`src/req_hold.sv`:
```
`timescale 1ns/1ps
`default_nettype none

module req_hold #(
    parameter type payload_t            = logic [31:0],
    parameter bit  keep_on_flush_fn_sel = 1'b0
) (
    input  wire logic     clk,
    input  wire logic     rst_n,
    input  wire logic     capture,
    input  wire logic     take,
    input  wire logic     flush,
    input  wire payload_t data_in,
    output logic          full,
    output payload_t      data_out
);

    logic keep;

    // a held store survives a flush
    assign keep = keep_on_flush_fn_sel && data_out[$bits(payload_t)-1];

    // new request wins over a flush in the same cycle
    always_ff @(posedge clk) begin
        if (!rst_n) begin
            full <= 1'b0;
        end else if (capture) begin
            full <= 1'b1;
        end else if (take) begin
            full <= 1'b0;
        end else if (flush && !keep) begin
            full <= 1'b0;
        end
    end

    always_ff @(posedge clk) begin
        if (capture) begin
            data_out <= data_in;
        end
    end

endmodule

`default_nettype wire

```
`config.mk`:
```
export PLATFORM = sky130hd
export DESIGN_NAME = req_hold
export DESIGN_NICKNAME = d
export VERILOG_FILES = /design/src/req_hold.sv
export SDC_FILE = /design/constraint.sdc
export NUM_CORES = 1
export LEC_CHECK = 0
export BUFFER_PORTS_ARGS = -buffer_cell sky130_fd_sc_hd__buf_2
export CAP_MARGIN = 30
export CORE_UTILIZATION = 41
export CTS_BUF_LIST = sky130_fd_sc_hd__clkbuf_4
export DETAILED_ROUTE_END_ITERATION = 12
export GPL_TIMING_DRIVEN = 0
export PLACE_DENSITY = 0.89
export SLEW_MARGIN = 15
export SYNTH_ARGS = -nofsm -noshare
export SYNTH_HDL_FRONTEND = slang
export SYNTH_SLANG_ARGS = --single-unit
```
`constraint.sdc`:
```
create_clock -name clk -period 0.8 [get_ports clk]
set_input_delay 0.04 -clock clk [delete_from_list [all_inputs] [get_ports clk]]
set_output_delay 0.04 -clock clk [all_outputs]
set_load 0.02 [all_outputs]
```
==> flow_summary.ini <==
[clocking]
clock_tree.root_cell = clkbuf_4
clk_pin_slew_ns = 0.09
clockBufferDepth = 2
cts_tree = yes
clock_sinks = 33
clock_latency_ns = 0.32
htree_levels = 2
cts_buffers = 5

[power]
leakagePower_nw = 0.816
total_power_mw = 3.66
p_per_area_nw_per_um2 = 1920
ir_worst_vdd_mv = 1.66

[die]
die_y_um = 51.4
core.rowCount = 17
ioPinCount = 70
dieWidth_um = 51.4
core_area_sq_um = 2250
die_area_sq_um = 2640
start_util = 0.444

[layout]
fin_area_sq_um = 1910
nNetsFinal = 181
antenna-diode-count = 0
stdcell_count = 172
regArea_sq_um = 982
mostFrequentLayoutCell = buf_2
syn2layout_area_growth_pct = 91.0
multiInputGateArea_sq_um = 20.0
final_cell_mix = 45 x buf_2, 33 x dlygate4sd3_1, 32 x edfxtp_1, 24 x buf_6, 6 x clkbuf_4
fill_cells = 109
drive_above_1_share = 0.535

[timing]
period_minus_slack_ns = 0.955
setup_violations = 33
rsz0062_at_grt = yes
skew_ns = 0
fin_crit_sh = 1.19
clock.fmax_mhz = 1050
final_hold_viol_count = 0
worst_pin_slew_ns = 0.692
worst_hold_slack_ns = 0.0160
relSlewSlack = 0.539
setup_ws_ns = -0.155
tns_ns = -3.60
slew_viol_final = 0

[critical_path]
path_cells = buf_6
worstSetupStartpointType = flop
crit_buf_inv = 1
cp-end-kind = output pin
cp_top_family = flip-flops
crit_path_end = data_out[12]
crit_type = reg -> out
rr_worst_depth = 2
cp-startpoint = data_out[12]$_DFFE_PP_
cp.required_ns = 0.76
crit_slowest_cell = edfxtp_1
timing.rr.start = full$_SDFFE_PN0P_
r2r_end = full$_SDFFE_PN0P_
arrival_ns = 0.92
reg2reg_slack_ns = 0.07
cpPeakStageDelay_ns = 0.44
worst-path-stages = 1
cp_max_fo = 1

[routing]
drc = 0
vias = 799
postRouteAntennaNets = 0
drt-pass1-iter-count = 6
avgRoutedWirePerCell_um = 18.3
drt_iter0_drc = 31
drt-vias-per-instance = 4.65
wirelength_um = 3150

[placement]
dpl_cell_area_sq_um = 1380
dp_cells = 132
io_buffers = 69
gp_congestion = 0.564

[synthesis]
syn_avg_cell_area_sq_um = 28.6
seq_area_frac_synth = 0.980
synth_area_sq_um = 1000
ys_warn_count = 0
yosysUniqueCellTypes = 4
yosys_register_bits = 33
syn_inst = 35
synth.net_count = 72

[job]
maxCapViolCount = 0

[grt]
grt_max_degree = 34
grt_usage = 0.215
grt_pass1_vias = 767
grt_pass1_wl_um = 3710
overflow = 0
grt_antenna_before_repair = 0

[status]
failed_checks = negative setup slack
status = finished, violations left

[min_path]
hold_path_class = in -> reg
hp-start = take
[synthesized netlist by cell type]
cell type / n / area, sq um
o21a_1: 1 / 7.51
dfxtp_1: 1 / 20.0
edfxtp_1: 32 / 961
nor3b_2: 1 / 12.5
[where the power goes]
| part | switching (mW) | internal, mW |
|---|---|---|
| Combinational | 0.311 | 0.363 |
| Sequential | 0.0642 | 2.05 |
| Clock | 0.523 | 0.353 |
[layer usage]
layer,share of wire,track usage,vias up
met2,0.52,0.385,58
met3,0.090,0.0863,6
met4,0.019,0.0766,0
li1,-,-,355
met1,0.37,0.224,380
met5,0,0,-
[timing repair]
action | CTS | global route
hold buffers | 33 | 0
endpoints found under the setup margin | 33 | 33
setup buffers | 0 | 0
resized for setup | 7 | 42
endpoints found under the hold margin | 33 | 0
[worst min-delay path by stage]
stage / cells after the start / endpoint
5_1_grt: 3 / full$_SDFFE_PN0P_
2_1_floorplan: 0 / data_out[0]$_DFFE_PP_
6_report: 3 / full$_SDFFE_PN0P_
3_5_place_dp: 1 / data_out[10]$_DFFE_PP_
4_1_cts: 3 / full$_SDFFE_PN0P_
3_3_place_gp: 1 / data_out[19]$_DFFE_PP_
[stage by stage]
stage	utilization	setup WS [ns]
after global routing	0.848	-0.192
final	0.848	-0.155
after global placement	0.613	-0.133
after CTS	0.790	-0.148
after floorplan	-	0.0207
after detailed placement	0.613	-0.179
[state kept, by name, indices dropped and copies added (netlist names)]
name and flops:
data_out 32, full 1
[logic make-up after synthesis]
logic type,share of synthesized area
flip-flops,0.980
AND/OR/NAND/NOR,0.0125
AO/OA/AOI/OAI,0.00750
[area by class of cell]
type	count	share of cell area
Clock buffer	6	0.0236
Multi-Input combinational cell	2	0.0105
Clock inverter	1	0.00196
Sequential cell	33	0.514
Tap cell	28	0.0183
Timing Repair Buffer	102	0.432
Note: power is estimated with default switching activity, not from simulation.
