File: src/mem_cfg_pkg.sv
`default_nettype none

package mem_cfg_pkg;

    // byte address into the RAM
    localparam int addr_w = 17;
    localparam int data_w = 32;
    localparam int byte_w = 8;

    // size of the RAM model in bytes
    localparam int ram_depth = 1024;

    // widest access in bytes
    localparam int max_bytes = data_w / byte_w;

    typedef logic [addr_w-1:0] addr_t;
    typedef logic [data_w-1:0] word_t;
    typedef logic [byte_w-1:0] byte_t;

endpackage

`default_nettype wire

File: src/mem_req_pkg.sv
`default_nettype none

package mem_req_pkg;

    // access size in bytes
    typedef logic [2:0] size_t;

    localparam size_t size_byte = 3'd1;
    localparam size_t size_half = 3'd2;
    localparam size_t size_word = 3'd4;

    // controller state, also the byte direction for the lane unit
    typedef enum logic [1:0] {
        op_idle,
        op_fetch,
        op_load,
        op_store
    } op_kind_t;

    typedef struct packed {
        mem_cfg_pkg::addr_t addr;
    } fetch_req_t;

    // wr has to stay the top bit, req_hold looks for it there
    typedef struct packed {
        logic               wr;
        size_t              size;
        mem_cfg_pkg::addr_t addr;
        mem_cfg_pkg::word_t data;
    } ls_req_t;

endpackage

`default_nettype wire

File: src/ram_port_if.sv
`timescale 1ns/1ps
`default_nettype none

interface ram_port_if #(
    parameter int addr_w = mem_cfg_pkg::addr_w
);
    logic [addr_w-1:0]  addr;
    mem_cfg_pkg::byte_t wdata;
    logic               wr;
    mem_cfg_pkg::byte_t rdata;
    // RAM side buffer full
    logic               stall;

    modport lane (
        output addr,
        output wdata,
        input  rdata
    );

    modport ctrl (
        output wr,
        input  stall
    );

    modport ram (
        input  addr,
        input  wdata,
        input  wr,
        output rdata
    );

endinterface

`default_nettype wire

File: src/mem_ctrl_fsm.sv
`timescale 1ns/1ps
`default_nettype none

module mem_ctrl_fsm #(
    parameter int addr_w = mem_cfg_pkg::addr_w
) (
    input  wire logic                    clk,
    input  wire logic                    rst_n,
    input  wire logic                    fetch_ena,
    input  wire logic [addr_w-1:0]       fetch_pc,
    input  wire logic                    ls_ena,
    input  wire mem_req_pkg::ls_req_t    ls_req,
    input  wire logic                    drop,

    // pending request holders
    input  wire logic                    fetch_full,
    input  wire mem_req_pkg::fetch_req_t fetch_held,
    input  wire logic                    ls_full,
    input  wire mem_req_pkg::ls_req_t    ls_held,
    output logic                         fetch_capture,
    output logic                         fetch_take,
    output logic                         fetch_flush,
    output logic                         ls_capture,
    output logic                         ls_take,
    output logic                         ls_flush,

    // byte lane unit
    output logic                         lane_start,
    output logic                         lane_step,
    output mem_req_pkg::op_kind_t        lane_kind,
    output logic [addr_w-1:0]            lane_addr,
    output mem_cfg_pkg::word_t           lane_wdata,
    output mem_req_pkg::size_t           lane_size,
    input  wire logic                    lane_last,

    ram_port_if.ctrl                     ram,

    output logic                         ok_fetch,
    output logic                         ok_ls
);

    mem_req_pkg::op_kind_t state;
    mem_req_pkg::op_kind_t state_nx;
    mem_req_pkg::op_kind_t sel_kind;
    mem_req_pkg::ls_req_t  sel_req;

    logic busy;
    logic dropping;
    logic free;
    logic ls_pend;
    logic fetch_pend;
    logic go_ls_new;
    logic go_ls_pend;
    logic go_fetch_new;
    logic go_fetch_pend;

    assign busy     = (state != mem_req_pkg::op_idle);
    assign dropping = drop && ((state == mem_req_pkg::op_fetch) ||
                               (state == mem_req_pkg::op_load));
    // a dropped fetch or load frees the port in the same cycle
    assign free     = !busy || dropping;

    // drop already discards pending loads and fetches here
    assign ls_pend    = ls_full && !(drop && !ls_held.wr);
    assign fetch_pend = fetch_full && !drop;

    // new ls, pending ls, new fetch, pending fetch
    assign go_ls_new     = free && ls_ena;
    assign go_ls_pend    = free && !ls_ena && ls_pend;
    assign go_fetch_new  = free && !ls_ena && !ls_pend && fetch_ena;
    assign go_fetch_pend = free && !ls_ena && !ls_pend && !fetch_ena && fetch_pend;

    // losers and late arrivals get parked
    assign ls_capture    = ls_ena && !go_ls_new;
    assign ls_take       = go_ls_pend;
    assign ls_flush      = drop;
    assign fetch_capture = fetch_ena && !go_fetch_new;
    assign fetch_take    = go_fetch_pend;
    assign fetch_flush   = drop;

    always_comb begin
        sel_req  = ls_held;
        sel_kind = mem_req_pkg::op_idle;
        if (go_ls_new || go_ls_pend) begin
            if (go_ls_new) begin
                sel_req = ls_req;
            end
            sel_kind = sel_req.wr ? mem_req_pkg::op_store : mem_req_pkg::op_load;
        end else if (go_fetch_new || go_fetch_pend) begin
            sel_req.wr   = 1'b0;
            sel_req.size = mem_req_pkg::size_word;
            sel_req.addr = go_fetch_new ? fetch_pc : fetch_held.addr;
            sel_req.data = '0;
            sel_kind     = mem_req_pkg::op_fetch;
        end
    end

    assign lane_start = go_ls_new || go_ls_pend || go_fetch_new || go_fetch_pend;
    assign lane_addr  = sel_req.addr;
    assign lane_wdata = sel_req.data;
    assign lane_size  = sel_req.size;
    assign lane_kind  = state;

    // stall freezes everything on the byte side
    assign lane_step = busy && !dropping && !ram.stall;
    assign ram.wr    = (state == mem_req_pkg::op_store) && !ram.stall;

    always_comb begin
        state_nx = state;
        if (lane_start) begin
            state_nx = sel_kind;
        end else if (dropping || lane_last) begin
            state_nx = mem_req_pkg::op_idle;
        end
    end

    always_ff @(posedge clk) begin
        if (!rst_n) begin
            state    <= mem_req_pkg::op_idle;
            ok_fetch <= 1'b0;
            ok_ls    <= 1'b0;
        end else begin
            state    <= state_nx;
            ok_fetch <= lane_last && (state == mem_req_pkg::op_fetch);
            ok_ls    <= lane_last && ((state == mem_req_pkg::op_load) ||
                                      (state == mem_req_pkg::op_store));
        end
    end

endmodule

`default_nettype wire

File: src/flat_wrapper.sv
// flat-port wrapper written by rule: the top's interface ports become plain ports
module mem_ctrl_fsm_flat 
#(
    parameter int addr_w = mem_cfg_pkg::addr_w
)
  (clk, rst_n, fetch_ena, fetch_pc, ls_ena, ls_req, drop, fetch_full, fetch_held, ls_full, ls_held, fetch_capture, fetch_take, fetch_flush, ls_capture, ls_take, ls_flush, lane_start, lane_step, lane_kind, lane_addr, lane_wdata, lane_size, lane_last, ok_fetch, ok_ls, ram_wr, ram_stall);
  ram_port_if #(.addr_w(addr_w)) ram_i ();
  input  wire logic clk;
  input  wire logic rst_n;
  input  wire logic fetch_ena;
  input  wire logic [addr_w-1:0] fetch_pc;
  input  wire logic ls_ena;
  input  wire mem_req_pkg::ls_req_t ls_req;
  input  wire logic drop;
  input  wire logic fetch_full;
  input  wire mem_req_pkg::fetch_req_t fetch_held;
  input  wire logic ls_full;
  input  wire mem_req_pkg::ls_req_t ls_held;
  output logic fetch_capture;
  output logic fetch_take;
  output logic fetch_flush;
  output logic ls_capture;
  output logic ls_take;
  output logic ls_flush;
  output logic lane_start;
  output logic lane_step;
  output mem_req_pkg::op_kind_t lane_kind;
  output logic [addr_w-1:0] lane_addr;
  output mem_cfg_pkg::word_t lane_wdata;
  output mem_req_pkg::size_t lane_size;
  input  wire logic lane_last;
  output logic ok_fetch;
  output logic ok_ls;
  output wire logic [$bits(ram_i.wr)-1:0] ram_wr;
  input wire logic [$bits(ram_i.stall)-1:0] ram_stall;
  assign ram_wr = ram_i.wr;
  assign ram_i.stall = ram_stall;
  mem_ctrl_fsm #(.addr_w(addr_w)) u_core (.clk(clk), .rst_n(rst_n), .fetch_ena(fetch_ena), .fetch_pc(fetch_pc), .ls_ena(ls_ena), .ls_req(ls_req), .drop(drop), .fetch_full(fetch_full), .fetch_held(fetch_held), .ls_full(ls_full), .ls_held(ls_held), .fetch_capture(fetch_capture), .fetch_take(fetch_take), .fetch_flush(fetch_flush), .ls_capture(ls_capture), .ls_take(ls_take), .ls_flush(ls_flush), .lane_start(lane_start), .lane_step(lane_step), .lane_kind(lane_kind), .lane_addr(lane_addr), .lane_wdata(lane_wdata), .lane_size(lane_size), .lane_last(lane_last), .ram(ram_i), .ok_fetch(ok_fetch), .ok_ls(ok_ls));
endmodule
File: config.mk
export PLATFORM = sky130hd
export DESIGN_NAME = mem_ctrl_fsm_flat
export DESIGN_NICKNAME = d
export VERILOG_FILES = /design/src/mem_cfg_pkg.sv /design/src/mem_req_pkg.sv /design/src/ram_port_if.sv /design/src/mem_ctrl_fsm.sv /design/src/flat_wrapper.sv
export SDC_FILE = /design/constraint.sdc
export NUM_CORES = 1
export LEC_CHECK = 0
export BUFFER_PORTS_ARGS = -buffer_cell sky130_fd_sc_hd__buf_2
export CAP_MARGIN = 20
export CELL_PAD_IN_SITES_DETAIL_PLACEMENT = 0
export CELL_PAD_IN_SITES_GLOBAL_PLACEMENT = 1
export CORE_MARGIN = 2
export CORE_UTILIZATION = 15
export CTS_CLUSTER_DIAMETER = 60
export DETAILED_ROUTE_END_ITERATION = 12
export GPL_TIMING_DRIVEN = 0
export HOLD_SLACK_MARGIN = 0.02
export PLACE_DENSITY_LB_ADDON = 0.1
export SYNTH_ARGS = -nofsm -noshare
export SYNTH_HDL_FRONTEND = slang
export SYNTH_SLANG_ARGS = --single-unit
File: constraint.sdc
create_clock -name clk -period 4.5 [get_ports clk]
set_clock_uncertainty 0.1 [all_clocks]
set_input_delay 0.45 -clock clk [delete_from_list [all_inputs] [get_ports clk]]
set_output_delay 0.45 -clock clk [all_outputs]
set_load 0.005 [all_outputs]
==> results.toml <==
[route]
firstDrtPassIters = 4
ant_nets = 0
remaining_drc_errors = 0
wl_per_cell_um = 15.3
via_per_inst = 4.52
wl_um = 7120
vias = 2099
first_iter_violations = 42

[critical_path]
worstSetupStartpointType = "flop"
critPathBufInv = 3
path_class = "reg2out"
slowest_stage = "dfxtp_1"
cp_slowest_stage_delay_ns = 0.40
ff2ff_path_depth = 6
crit_required_ns = 3.95
crit_cells = 8
cp_top_family = "compound AO/OA/AOI/OAI gates"
worstPathCellList = "inv_1 -> ha_1 -> a21oi_2 -> nor2_2 -> a21oi_2 -> buf_2 -> a22o_1 -> buf_2"
end_kind = "output pin"
cp.arrival_ns = 2.41
critical_path.max_fanout = 10

[yosys]
ys_types = 29
synth_nets = 301
ys_seq_area_share_pct = 7.23
ys_ff_latch = 4
synth_top_family_by_area = "compound AO/OA/AOI/OAI gates"
ys.flop_type = "dfxtp_1"
synth_xor_area_share_pct = 0
yosys.area_share.simple_pct = 17.1
avgSynthCellArea_sq_um = 7.48
muxShareOfSynthArea_pct = 0.904
yosysTopAreaCellShare_pct = 26.9
synthTopCellsByArea = "a22o_1, a221o_1, a22oi_1"
async_reset_ff_share_pct = 0
synth_compound_area_share_pct = 60.9
synth_fa_ha_area_share_pct = 4.52
syn_area_sq_um = 1110
synth_edf_count = 0
yosys_warnings = 0
synth_top_area_cell = "a22o_1"
synth_cells = 148

[clock_network]
clk_latency_ns = 0.22
root_buffer = "clkbuf_8"
clk_path_buf_depth = 2
cts_tree = "built"
cts_setup_buffers = 0
h-tree-depth = 1
cts_resized = 0
ctsHoldBuffers = 0
cts.sinks = 4
cts_buffers = 3
clkTransAtPathRegs_ns = 0.03

[pwr]
switching_share_pct = 42.2
p_clk_share_pct = 13.7
ir_worst_vdd_mv = 0.0780
power.total_mw = 0.566
seq_power_share_pct = 7.9
p_sw_mw = 0.239
power.leakage_nw = 1.36
p_int_mw = 0.327
power_density_nw_per_um2 = 242
combPwrFrac_pct = 78.4

[placed_design]
portBuffers = 213
postPlaceCellArea_sq_um = 2300
gp_congestion = 0.835
dpl_worst_slack_ns = 1.75
hpwl_um = 6040

[sta]
setup_viol = 0
drv_slew = 0
rsz0062_at_grt = "false"
period_needed_ns = 2.96
slew_headroom_pct = 62.4
fin_worst_hold_slack_ns = 0.432
setup_slack_ns = 1.54
hold_violations = 0
max_freq_mhz = 338
worstMarginPinSlew_ns = 0.561
fin_crit_sh_pct = 65.7
fin_tns_setup_ns = 0

[floorplanning]
fp-row-count = 31
die-height_um = 89.9
core_sq_um = 7210
initial_core_util_pct = 15.3
dieWidth_um = 89.9
die_area_sq_um = 8090
io_pins = 214

[run]
max_cap_violations = 0

[global_route]
grt_usage_pct = 16.2
antenna_found_initial = 1
grt_pass1_vias = 2033
grt_max_degree = 11
grt_pass1_wl_um = 10800
gr-total-overflow = 0

[cells_and_area]
final_nets = 519
fillers = 814
syn2layout_area_growth_pct = 111
layout_common_cells = "buf_2, a22o_1, nor2_1"
drive_gt1_share_pct = 63.5
fin_area_sq_um = 2340
final_common_cell = "buf_2"

[hold_path]
hold_depth = 2
min_path_type = "in2reg"

[status]
status = "finished, final reports clean"
## registers in the layout, indices dropped and copies added (netlist names)
signal            flops
u_core.lane_kind      2
u_core.ok_fetch       1
u_core.ok_ls          1
## metal layers
metal  part of all wire, %  global-route usage (%)  vias up
met5                     0                       0        -
met3                   7.7                    3.35        2
met1                    40                    18.5      933
li1                      -                       -     1041
met4                  0.20                    2.69        0
met2                    52                    31.3      123
## final timing paths
path                                          start                  end  slack, ns
worst max-delay path            u_core.lane_kind[0]       lane_wdata[26]       1.54
worst min-delay path                      lane_last         u_core.ok_ls       0.43
worst max register to register  u_core.lane_kind[0]  u_core.lane_kind[0]       2.88
worst min register to register  u_core.lane_kind[0]  u_core.lane_kind[0]       0.46
## worst reg2reg max path: stages, from the launching register on
cell and delay [ns]:
dfxtp_1 0.40, inv_1 0.09, ha_1 0.31, nand2_1 0.09, nand2b_1 0.16, o21a_1 0.21, mux2i_1 0.19
## cell families (layout without fill, tap and decap cells)
family / Yosys count / in the layout
multiplexers: 1 / 1
buffers and inverters: 22 / 238
flip-flops: 4 / 4
other: 0 / 1
adder cells (fa/ha/maj): 4 / 4
AO/OA/AOI/OAI: 79 / 79
AND/OR/NAND/NOR: 38 / 38
## Yosys cell counts (2+ instances only)
master / n
a22oi_1: 17
a221o_1: 17
nand2_1: 5
a21oi_1: 3
a22o_1: 34
nor2_1: 19
nor2b_1: 2
buf_2: 8
clkbuf_1: 6
nor3_1: 3
a21oi_2: 2
dfxtp_1: 4
nand2b_1: 2
nand4b_1: 2
inv_1: 5
ha_1: 4
buf_4: 3
## through the flow
| step | std cells | utilization (%) |
|---|---|---|
| after detailed placement | 460 | 31.8 |
| after global placement | 460 | 31.8 |
| after CTS | 463 | 32.4 |
| after floorplan | 148 | - |
| final | 464 | 32.4 |
| after global routing | 464 | 32.4 |
## power groups by stage
stage	clock (mW)	combinational [mW]	sequential (mW)
2_1_floorplan	0	0.228	0.0447
3_3_place_gp	0	0.453	0.0455
3_5_place_dp	0	0.449	0.0451
4_1_cts	0.0802	0.450	0.0449
5_1_grt	0.0816	0.492	0.0455
6_report	0.0776	0.444	0.0445
## final cells by class
type	instances	area (sq um)	area share, %
Clock buffer	3	41.3	1.76
Sequential cell	4	80.1	3.42
Buffer	17	85.1	3.63
Antenna cell	1	2.50	0.107
Timing Repair Buffer	213	1070	45.5
Multi-Input combinational cell	122	923	39.4
Inverter	5	18.8	0.802
Tap cell	99	124	5.29
Note: power is estimated with default switching activity, not from simulation.
