==> src/mem_cfg_pkg.sv <==
`default_nettype none

package mem_cfg_pkg;

    // byte address into the RAM
    localparam int addr_w = 17;
    localparam int data_w = 32;
    localparam int byte_w = 8;

    // size of the RAM model in bytes
    localparam int ram_depth = 1024;

    // widest access in bytes
    localparam int max_bytes = data_w / byte_w;

    typedef logic [addr_w-1:0] addr_t;
    typedef logic [data_w-1:0] word_t;
    typedef logic [byte_w-1:0] byte_t;

endpackage

`default_nettype wire

==> src/mem_req_pkg.sv <==
`default_nettype none

package mem_req_pkg;

    // access size in bytes
    typedef logic [2:0] size_t;

    localparam size_t size_byte = 3'd1;
    localparam size_t size_half = 3'd2;
    localparam size_t size_word = 3'd4;

    // controller state, also the byte direction for the lane unit
    typedef enum logic [1:0] {
        op_idle,
        op_fetch,
        op_load,
        op_store
    } op_kind_t;

    typedef struct packed {
        mem_cfg_pkg::addr_t addr;
    } fetch_req_t;

    // wr has to stay the top bit, req_hold looks for it there
    typedef struct packed {
        logic               wr;
        size_t              size;
        mem_cfg_pkg::addr_t addr;
        mem_cfg_pkg::word_t data;
    } ls_req_t;

endpackage

`default_nettype wire

==> src/ram_port_if.sv <==
`timescale 1ns/1ps
`default_nettype none

interface ram_port_if #(
    parameter int addr_w = mem_cfg_pkg::addr_w
);
    logic [addr_w-1:0]  addr;
    mem_cfg_pkg::byte_t wdata;
    logic               wr;
    mem_cfg_pkg::byte_t rdata;
    // RAM side buffer full
    logic               stall;

    modport lane (
        output addr,
        output wdata,
        input  rdata
    );

    modport ctrl (
        output wr,
        input  stall
    );

    modport ram (
        input  addr,
        input  wdata,
        input  wr,
        output rdata
    );

endinterface

`default_nettype wire

==> src/byte_lane_unit.sv <==
`timescale 1ns/1ps
`default_nettype none

module byte_lane_unit #(
    parameter int addr_w = mem_cfg_pkg::addr_w
) (
    input  wire logic                  clk,
    input  wire logic                  rst_n,
    input  wire logic                  start,
    input  wire logic                  step,
    input  wire mem_req_pkg::op_kind_t kind,
    input  wire logic [addr_w-1:0]     start_addr,
    input  wire mem_cfg_pkg::word_t    store_word,
    input  wire mem_req_pkg::size_t    size,
    output logic                       last,
    output mem_cfg_pkg::word_t         word,
    ram_port_if.lane                   ram
);

    localparam int cnt_w = $clog2(mem_cfg_pkg::max_bytes + 1);

    logic [cnt_w-1:0]   cnt;
    logic [cnt_w-1:0]   final_cnt;
    logic [addr_w-1:0]  cur_addr;
    mem_req_pkg::size_t size_q;
    mem_cfg_pkg::word_t store_q;
    mem_cfg_pkg::word_t acc;
    logic               reading;

    assign reading = (kind == mem_req_pkg::op_fetch) || (kind == mem_req_pkg::op_load);

    // reads take one extra step, data lags the address by a cycle
    assign final_cnt = reading ? cnt_w'(size_q) : cnt_w'(size_q) - cnt_w'(1);

    assign last = step && (cnt == final_cnt);

    // while stalled the previous address goes out again, so rdata still
    // holds the byte that the next step expects
    assign ram.addr = step ? cur_addr : cur_addr - 1'b1;

    assign ram.wdata = mem_cfg_pkg::byte_t'(store_q >> (8 * cnt));

    // byte cnt-1 arrives now, little-endian slot
    always_comb begin
        word = acc;
        if (step && reading && (cnt != '0)) begin
            word[8*(cnt-1) +: 8] = ram.rdata;
        end
    end

    always_ff @(posedge clk) begin
        if (!rst_n) begin
            cnt <= '0;
        end else if (start) begin
            cnt <= '0;
        end else if (step) begin
            cnt <= cnt + 1'b1;
        end
    end

    // cleared acc gives the zero fill of unused upper bytes
    always_ff @(posedge clk) begin
        if (start) begin
            cur_addr <= start_addr;
            size_q   <= size;
            store_q  <= store_word;
            acc      <= '0;
        end else if (step) begin
            cur_addr <= cur_addr + 1'b1;
            acc      <= word;
        end
    end

endmodule

`default_nettype wire

==> src/flat_wrapper.sv <==
// flat-port wrapper written by rule: the top's interface ports become plain ports
module byte_lane_unit_flat 
#(
    parameter int addr_w = mem_cfg_pkg::addr_w
)
  (clk, rst_n, start, step, kind, start_addr, store_word, size, last, word, ram_addr, ram_wdata, ram_rdata);
  ram_port_if #(.addr_w(addr_w)) ram_i ();
  input  wire logic clk;
  input  wire logic rst_n;
  input  wire logic start;
  input  wire logic step;
  input  wire mem_req_pkg::op_kind_t kind;
  input  wire logic [addr_w-1:0] start_addr;
  input  wire mem_cfg_pkg::word_t store_word;
  input  wire mem_req_pkg::size_t size;
  output logic last;
  output mem_cfg_pkg::word_t word;
  output wire logic [$bits(ram_i.addr)-1:0] ram_addr;
  output wire logic [$bits(ram_i.wdata)-1:0] ram_wdata;
  input wire logic [$bits(ram_i.rdata)-1:0] ram_rdata;
  assign ram_addr = ram_i.addr;
  assign ram_wdata = ram_i.wdata;
  assign ram_i.rdata = ram_rdata;
  byte_lane_unit #(.addr_w(addr_w)) u_core (.clk(clk), .rst_n(rst_n), .start(start), .step(step), .kind(kind), .start_addr(start_addr), .store_word(store_word), .size(size), .last(last), .word(word), .ram(ram_i));
endmodule
==> config.mk <==
export PLATFORM = sky130hd
export DESIGN_NAME = byte_lane_unit_flat
export DESIGN_NICKNAME = d
export VERILOG_FILES = /design/src/mem_cfg_pkg.sv /design/src/mem_req_pkg.sv /design/src/ram_port_if.sv /design/src/byte_lane_unit.sv /design/src/flat_wrapper.sv
export SDC_FILE = /design/constraint.sdc
export NUM_CORES = 1
export LEC_CHECK = 0
export CORE_MARGIN = 1.5
export CORE_UTILIZATION = 50
export CTS_BUF_LIST = sky130_fd_sc_hd__clkbuf_8
export DETAILED_ROUTE_END_ITERATION = 8
export DONT_BUFFER_PORTS = 1
export PLACE_DENSITY = 0.64
export SKIP_LAST_GASP = 1
export SYNTH_ARGS = -nofsm -noshare
export SYNTH_HDL_FRONTEND = slang
export SYNTH_SLANG_ARGS = --single-unit
==> constraint.sdc <==
create_clock -name clk -period 5.4 [get_ports clk]
set_clock_uncertainty 0.2 [all_clocks]
set_input_delay 1.08 -clock clk [delete_from_list [all_inputs] [get_ports clk]]
set_output_delay 1.08 -clock clk [all_outputs]
set_load 0.01 [all_outputs]
==> results <==
- The cell type with the largest total area after synthesis is sky130_fd_sc_hd__edfxtp_1.
- The total routing resource utilization after global routing is 0.197.
- For this run, the detailed router's first-pass iteration total came to 4.
- Relative to the synthesized area, the layout overhead comes to 5.97%.
- Yosys mapped a number of flops with a built-in enable equal to 52.
- The tree is rooted in a sky130_fd_sc_hd__clkbuf_8.
- The multiplexer share of the synthesized area is 0.122.
- The DRC violation count after routing is 0.
- The minimum setup slack in the final design is 0.497 ns.
- Of the cells placed in the final design, the portion with a size suffix greater than 1 is 0.109.
- Entering global routing, the biggest net connects 81 pins.
- The initial core utilization is 0.511.
- The count of final setup violators is 0.
- The wire length per cell is 17.4 um.
- Row generation in the floorplan step produced 35 rows.
- In this run the most critical hold path is launched from u_core.acc[25].
- The detail route stage leaves a number of antenna-violating nets equal to 0.
- The run finished with clean final reports.
- The peak supply drop is approximately 190 uV.
- Adding up every negative setup slack in the final design gives 0 ns.
- approximately 120 I/O pins were placed.
- The class of the worst hold path is reg2reg.
- After clock tree synthesis, the setup repair step added 0 buffers.
- The complex-gate fraction of the synthesized area came to 0.0689.
- TritonCTS built the clock tree.
- Buffers inserted to repair hold after CTS numbered 0.
- The max-slew violation total from the final report came to 0.
- The part of the cycle the worst path needs is 0.908.
- The number of resized instances in the post-cts repair step is 0.
- The floorplan step set the die height to around 99 um.
- The HPWL after detailed placement is between 6000 and 7000 um.
- The critical path startpoint category is a register.
- Counting the buffers created by CTS gives 9.
- For the pin with the worst max-slew slack, the measured transition is about 0.96 ns.
- The die boundary width is between 90 and 100 um.
- Of the total synthesized cell area, the portion taken by AND, OR, NAND and NOR gates is 0.175.
- The largest buffer count on any clock path is 2.
- In this run the tightest slew margin relative to its limit is 0.357.
- Clock tree synthesis found a total of 87 sinks.
- The synthesized netlist cell count is about 440.
- For this block, the via count after detailed routing is 3220.
- The post-detailed-route via-to-cell ratio is 5.92.
- Summing all flip-flop and latch instances after layout gives 2260 um^2.
- The source-to-sink clock delay at the later pin of the worst-skew pair is ~0.37 ns.
- Tracing the worst setup path back leads to its startpoint at u_core.cnt[0].
- Port buffering added 0 buffers.
- The number of antenna violations at the first check in global routing came to 0.
- Counting every net in the synthesized netlist gives approximately 520.
- The kind of critical path is reg2out.
- The H-tree generated during clock tree synthesis spans 3 levels.
- The maximum clock frequency is 0.204 GHz.
- OpenSTA, run right after detailed placement, puts the worst setup slack at about 0.9 ns.
- Counting flops with an async set or reset pin after synthesis yields a share of 0.
- The clock transition at the registers of the reported paths is around 0.09 ns.
- The netlist area before placement is between 4000 and 5000 um^2.
- At the worst endpoint, the arrival time is 3.62 ns.
- In this run the worst path has a maximum fanout of 14.
- The share of the Yosys chip area taken by registers is 0.486.
- The final layout contains 508 nets.
- The wire length after detailed routing is 9460 um.
- Counting the fill cells in the layout gives 804.
- The first global-routing pass estimated approximately 15000 um of wire.
- The repair_antennas step left the layout with diodes totalling 0.
- The die covers about 9900 um^2.
- The final hold violation count came to 0.
- The count of synthesis-stage warnings from yosys is 0.
- After synthesis, the largest family of logic cells by area is simple AND/OR/NAND/NOR gates.
- The synthesized netlist contains 42 unique library cells.
- Of the total synthesized cell area, the portion taken by XOR and XNOR cells is 0.0670.
- The per-instance average area after synthesis is about 10 um^2.
- The final estimated routing congestion in global placement is about 0.82.
- Counting flops and latches in the post-synthesis netlist gives just under 90.
- By area the synthesized netlist is led by sky130_fd_sc_hd__edfxtp_1 (34%), sky130_fd_sc_hd__dfxtp_1 (15%), sky130_fd_sc_hd__nand2_1 (5.3%).
- The residual overflow from global routing is 0.
- The multi-input combinational cells in the finished layout cover a total of approximately 2200 um^2.
- The first-iteration detailed-routing DRC count is about 190.
- The via count of the first global-routing pass is between 2000 and 3000.
- The critical path endpoint category is a primary output.
- The cell leakage power is about 1.9 nW.
- The most common flop cell mapped by yosys is sky130_fd_sc_hd__edfxtp_1.
- In this run the power density over the cells is ~300 nW/um^2.
- Of the total synthesized cell area, the portion taken by full adders, half adders and majority gates is 0.0377.
- The share of Yosys cell area claimed by the top area cell type is 0.336.
- In this run the standard cell core region covers between 9000 and 10000 um^2.
- Setup repair after global routing left no endpoint under its margin.
- The startpoint of the worst-slack reg-to-reg timing path is u_core.cnt[0].
- Counting I/O delays and the setup requirement, the final critical path takes 4.90 ns.
- Data on the critical path is required at its endpoint by 4.12 ns.
- Across the run, the number of max-cap violations was 0.
-- per-stage QoR --
stage | std cells | cell area (um^2) | hold slack (ns) | power (mW) | utilization
after floorplan | 443 | 4650 | 0.232 | 0.901 | -
after global placement | 528 | 4680 | 0.241 | 0.915 | 0.514
after detailed placement | 528 | 4680 | 0.250 | 0.921 | 0.514
after CTS | 544 | 4930 | 0.264 | 1.48 | 0.541
after global routing | 544 | 4930 | 0.289 | 1.53 | 0.541
final | 544 | 4930 | 0.263 | 1.47 | 0.541
-- layout make-up --
type,instances,share of cell area
inverter,16,0.0122
clock buffer,9,0.0251
multi-input combinational,310,0.444
clock inverter,7,0.0254
tap,111,0.0282
timing repair buffer,4,0.00609
sequential,87,0.459
-- critical path: stages, from the launching register on --
cell and delay (ns):
sky130_fd_sc_hd__dfxtp_1 0.57, sky130_fd_sc_hd__inv_1 0.17, sky130_fd_sc_hd__ha_1 0.27, sky130_fd_sc_hd__xnor2_1 0.17
sky130_fd_sc_hd__nand3_1 0.18, sky130_fd_sc_hd__inv_1 0.06, sky130_fd_sc_hd__ha_1 0.19, sky130_fd_sc_hd__nor4b_1 0.32
sky130_fd_sc_hd__and4b_1 0.31, sky130_fd_sc_hd__o211a_1 0.57, sky130_fd_sc_hd__mux2_2 0.44
-- cell families (layout without fill, tap and decap cells) --
group / count (synthesis) / count (layout)
mux: 44 / 44
xor+xnor: 34 / 34
flops: 87 / 87
fa+ha+maj: 14 / 14
buf+inv: 46 / 36
compound gates: 58 / 58
simple gates: 160 / 160
-- final timing paths --
kind / to / slack [ns] / depth (start not counted)
min reg2reg: u_core.acc[25] / 0.26 / 2
min: u_core.acc[25] / 0.26 / 2
max: word[27] / 0.50 / 10
max reg2reg: u_core.acc[24] / 1.88 / 11
-- sequential cells by signal, indices dropped and copies added, names as in the netlist --
name and flops:
u_core.acc 32, u_core.store_q 32, u_core.cur_addr 17, u_core.cnt 3, u_core.size_q 3
-- cell usage after synthesis, types with 3 or more instances --
| cell | instances |
|---|---|
| sky130_fd_sc_hd__nand2_1 | 66 |
| sky130_fd_sc_hd__edfxtp_1 | 52 |
| sky130_fd_sc_hd__dfxtp_1 | 35 |
| sky130_fd_sc_hd__o21ai_0 | 34 |
| sky130_fd_sc_hd__nand4_1 | 23 |
| sky130_fd_sc_hd__mux2i_1 | 19 |
| sky130_fd_sc_hd__clkbuf_1 | 18 |
| sky130_fd_sc_hd__xor2_1 | 18 |
| sky130_fd_sc_hd__a21oi_1 | 16 |
| sky130_fd_sc_hd__inv_1 | 16 |
| sky130_fd_sc_hd__mux2_2 | 15 |
| sky130_fd_sc_hd__nor2_1 | 15 |
| sky130_fd_sc_hd__xnor2_1 | 15 |
| sky130_fd_sc_hd__ha_1 | 14 |
| sky130_fd_sc_hd__nand3_1 | 11 |
| sky130_fd_sc_hd__nor2b_1 | 10 |
| sky130_fd_sc_hd__mux4_2 | 8 |
| sky130_fd_sc_hd__or3_1 | 7 |
| sky130_fd_sc_hd__nor3_1 | 6 |
| sky130_fd_sc_hd__buf_1 | 5 |
| sky130_fd_sc_hd__buf_2 | 4 |
| sky130_fd_sc_hd__a31oi_1 | 3 |
| sky130_fd_sc_hd__and3_1 | 3 |
| sky130_fd_sc_hd__and4_1 | 3 |
| sky130_fd_sc_hd__buf_6 | 3 |
-- cells in the final DEF (no fill, tap or decap), types with 2 or more instances in the layout --
| master | synthesis | layout |
|---|---|---|
| sky130_fd_sc_hd__or3_1 | 7 | 7 |
| sky130_fd_sc_hd__nand2b_1 | 2 | 2 |
| sky130_fd_sc_hd__clkbuf_8 | 0 | 9 |
| sky130_fd_sc_hd__or4_1 | 2 | 2 |
| sky130_fd_sc_hd__inv_6 | 0 | 3 |
| sky130_fd_sc_hd__nor3b_1 | 2 | 2 |
| sky130_fd_sc_hd__nor2b_1 | 10 | 10 |
| sky130_fd_sc_hd__mux2i_1 | 19 | 19 |
| sky130_fd_sc_hd__a21oi_1 | 16 | 16 |
| sky130_fd_sc_hd__ha_1 | 14 | 14 |
| sky130_fd_sc_hd__a31oi_1 | 3 | 3 |
| sky130_fd_sc_hd__mux2_2 | 15 | 15 |
| sky130_fd_sc_hd__nand4_1 | 23 | 23 |
| sky130_fd_sc_hd__bufinv_16 | 0 | 3 |
| sky130_fd_sc_hd__nor3_1 | 6 | 6 |
| sky130_fd_sc_hd__xor2_1 | 18 | 18 |
| sky130_fd_sc_hd__xnor2_1 | 15 | 15 |
| sky130_fd_sc_hd__buf_4 | 0 | 4 |
| sky130_fd_sc_hd__edfxtp_1 | 52 | 52 |
| sky130_fd_sc_hd__nand4b_1 | 2 | 2 |
| sky130_fd_sc_hd__nor4_1 | 2 | 2 |
| sky130_fd_sc_hd__nand2_1 | 66 | 66 |
| sky130_fd_sc_hd__mux2_4 | 2 | 2 |
| sky130_fd_sc_hd__inv_1 | 16 | 16 |
| sky130_fd_sc_hd__and4_1 | 3 | 3 |
| sky130_fd_sc_hd__nand3_1 | 11 | 11 |
| sky130_fd_sc_hd__and3_1 | 3 | 3 |
| sky130_fd_sc_hd__o21ai_0 | 34 | 34 |
| sky130_fd_sc_hd__mux4_2 | 8 | 8 |
| sky130_fd_sc_hd__nor2_1 | 15 | 15 |
| sky130_fd_sc_hd__and2_1 | 2 | 2 |
| sky130_fd_sc_hd__dfxtp_1 | 35 | 35 |
-- report_power, final --
group / switching, mW / internal [mW]
sequential: 0.0320 / 0.746
clock: 0.248 / 0.313
combinational: 0.0726 / 0.0546
-- routing by layer --
metal  part of all wire  vias to the layer above  global-route usage
met3              0.062                       16              0.0492
met1               0.43                     1531               0.254
met4              0.023                        0              0.0856
met5                  0                        -                   0
met2               0.48                      108               0.317
li1                   -                     1565                   -
Note: power is estimated with default switching activity, not from simulation.
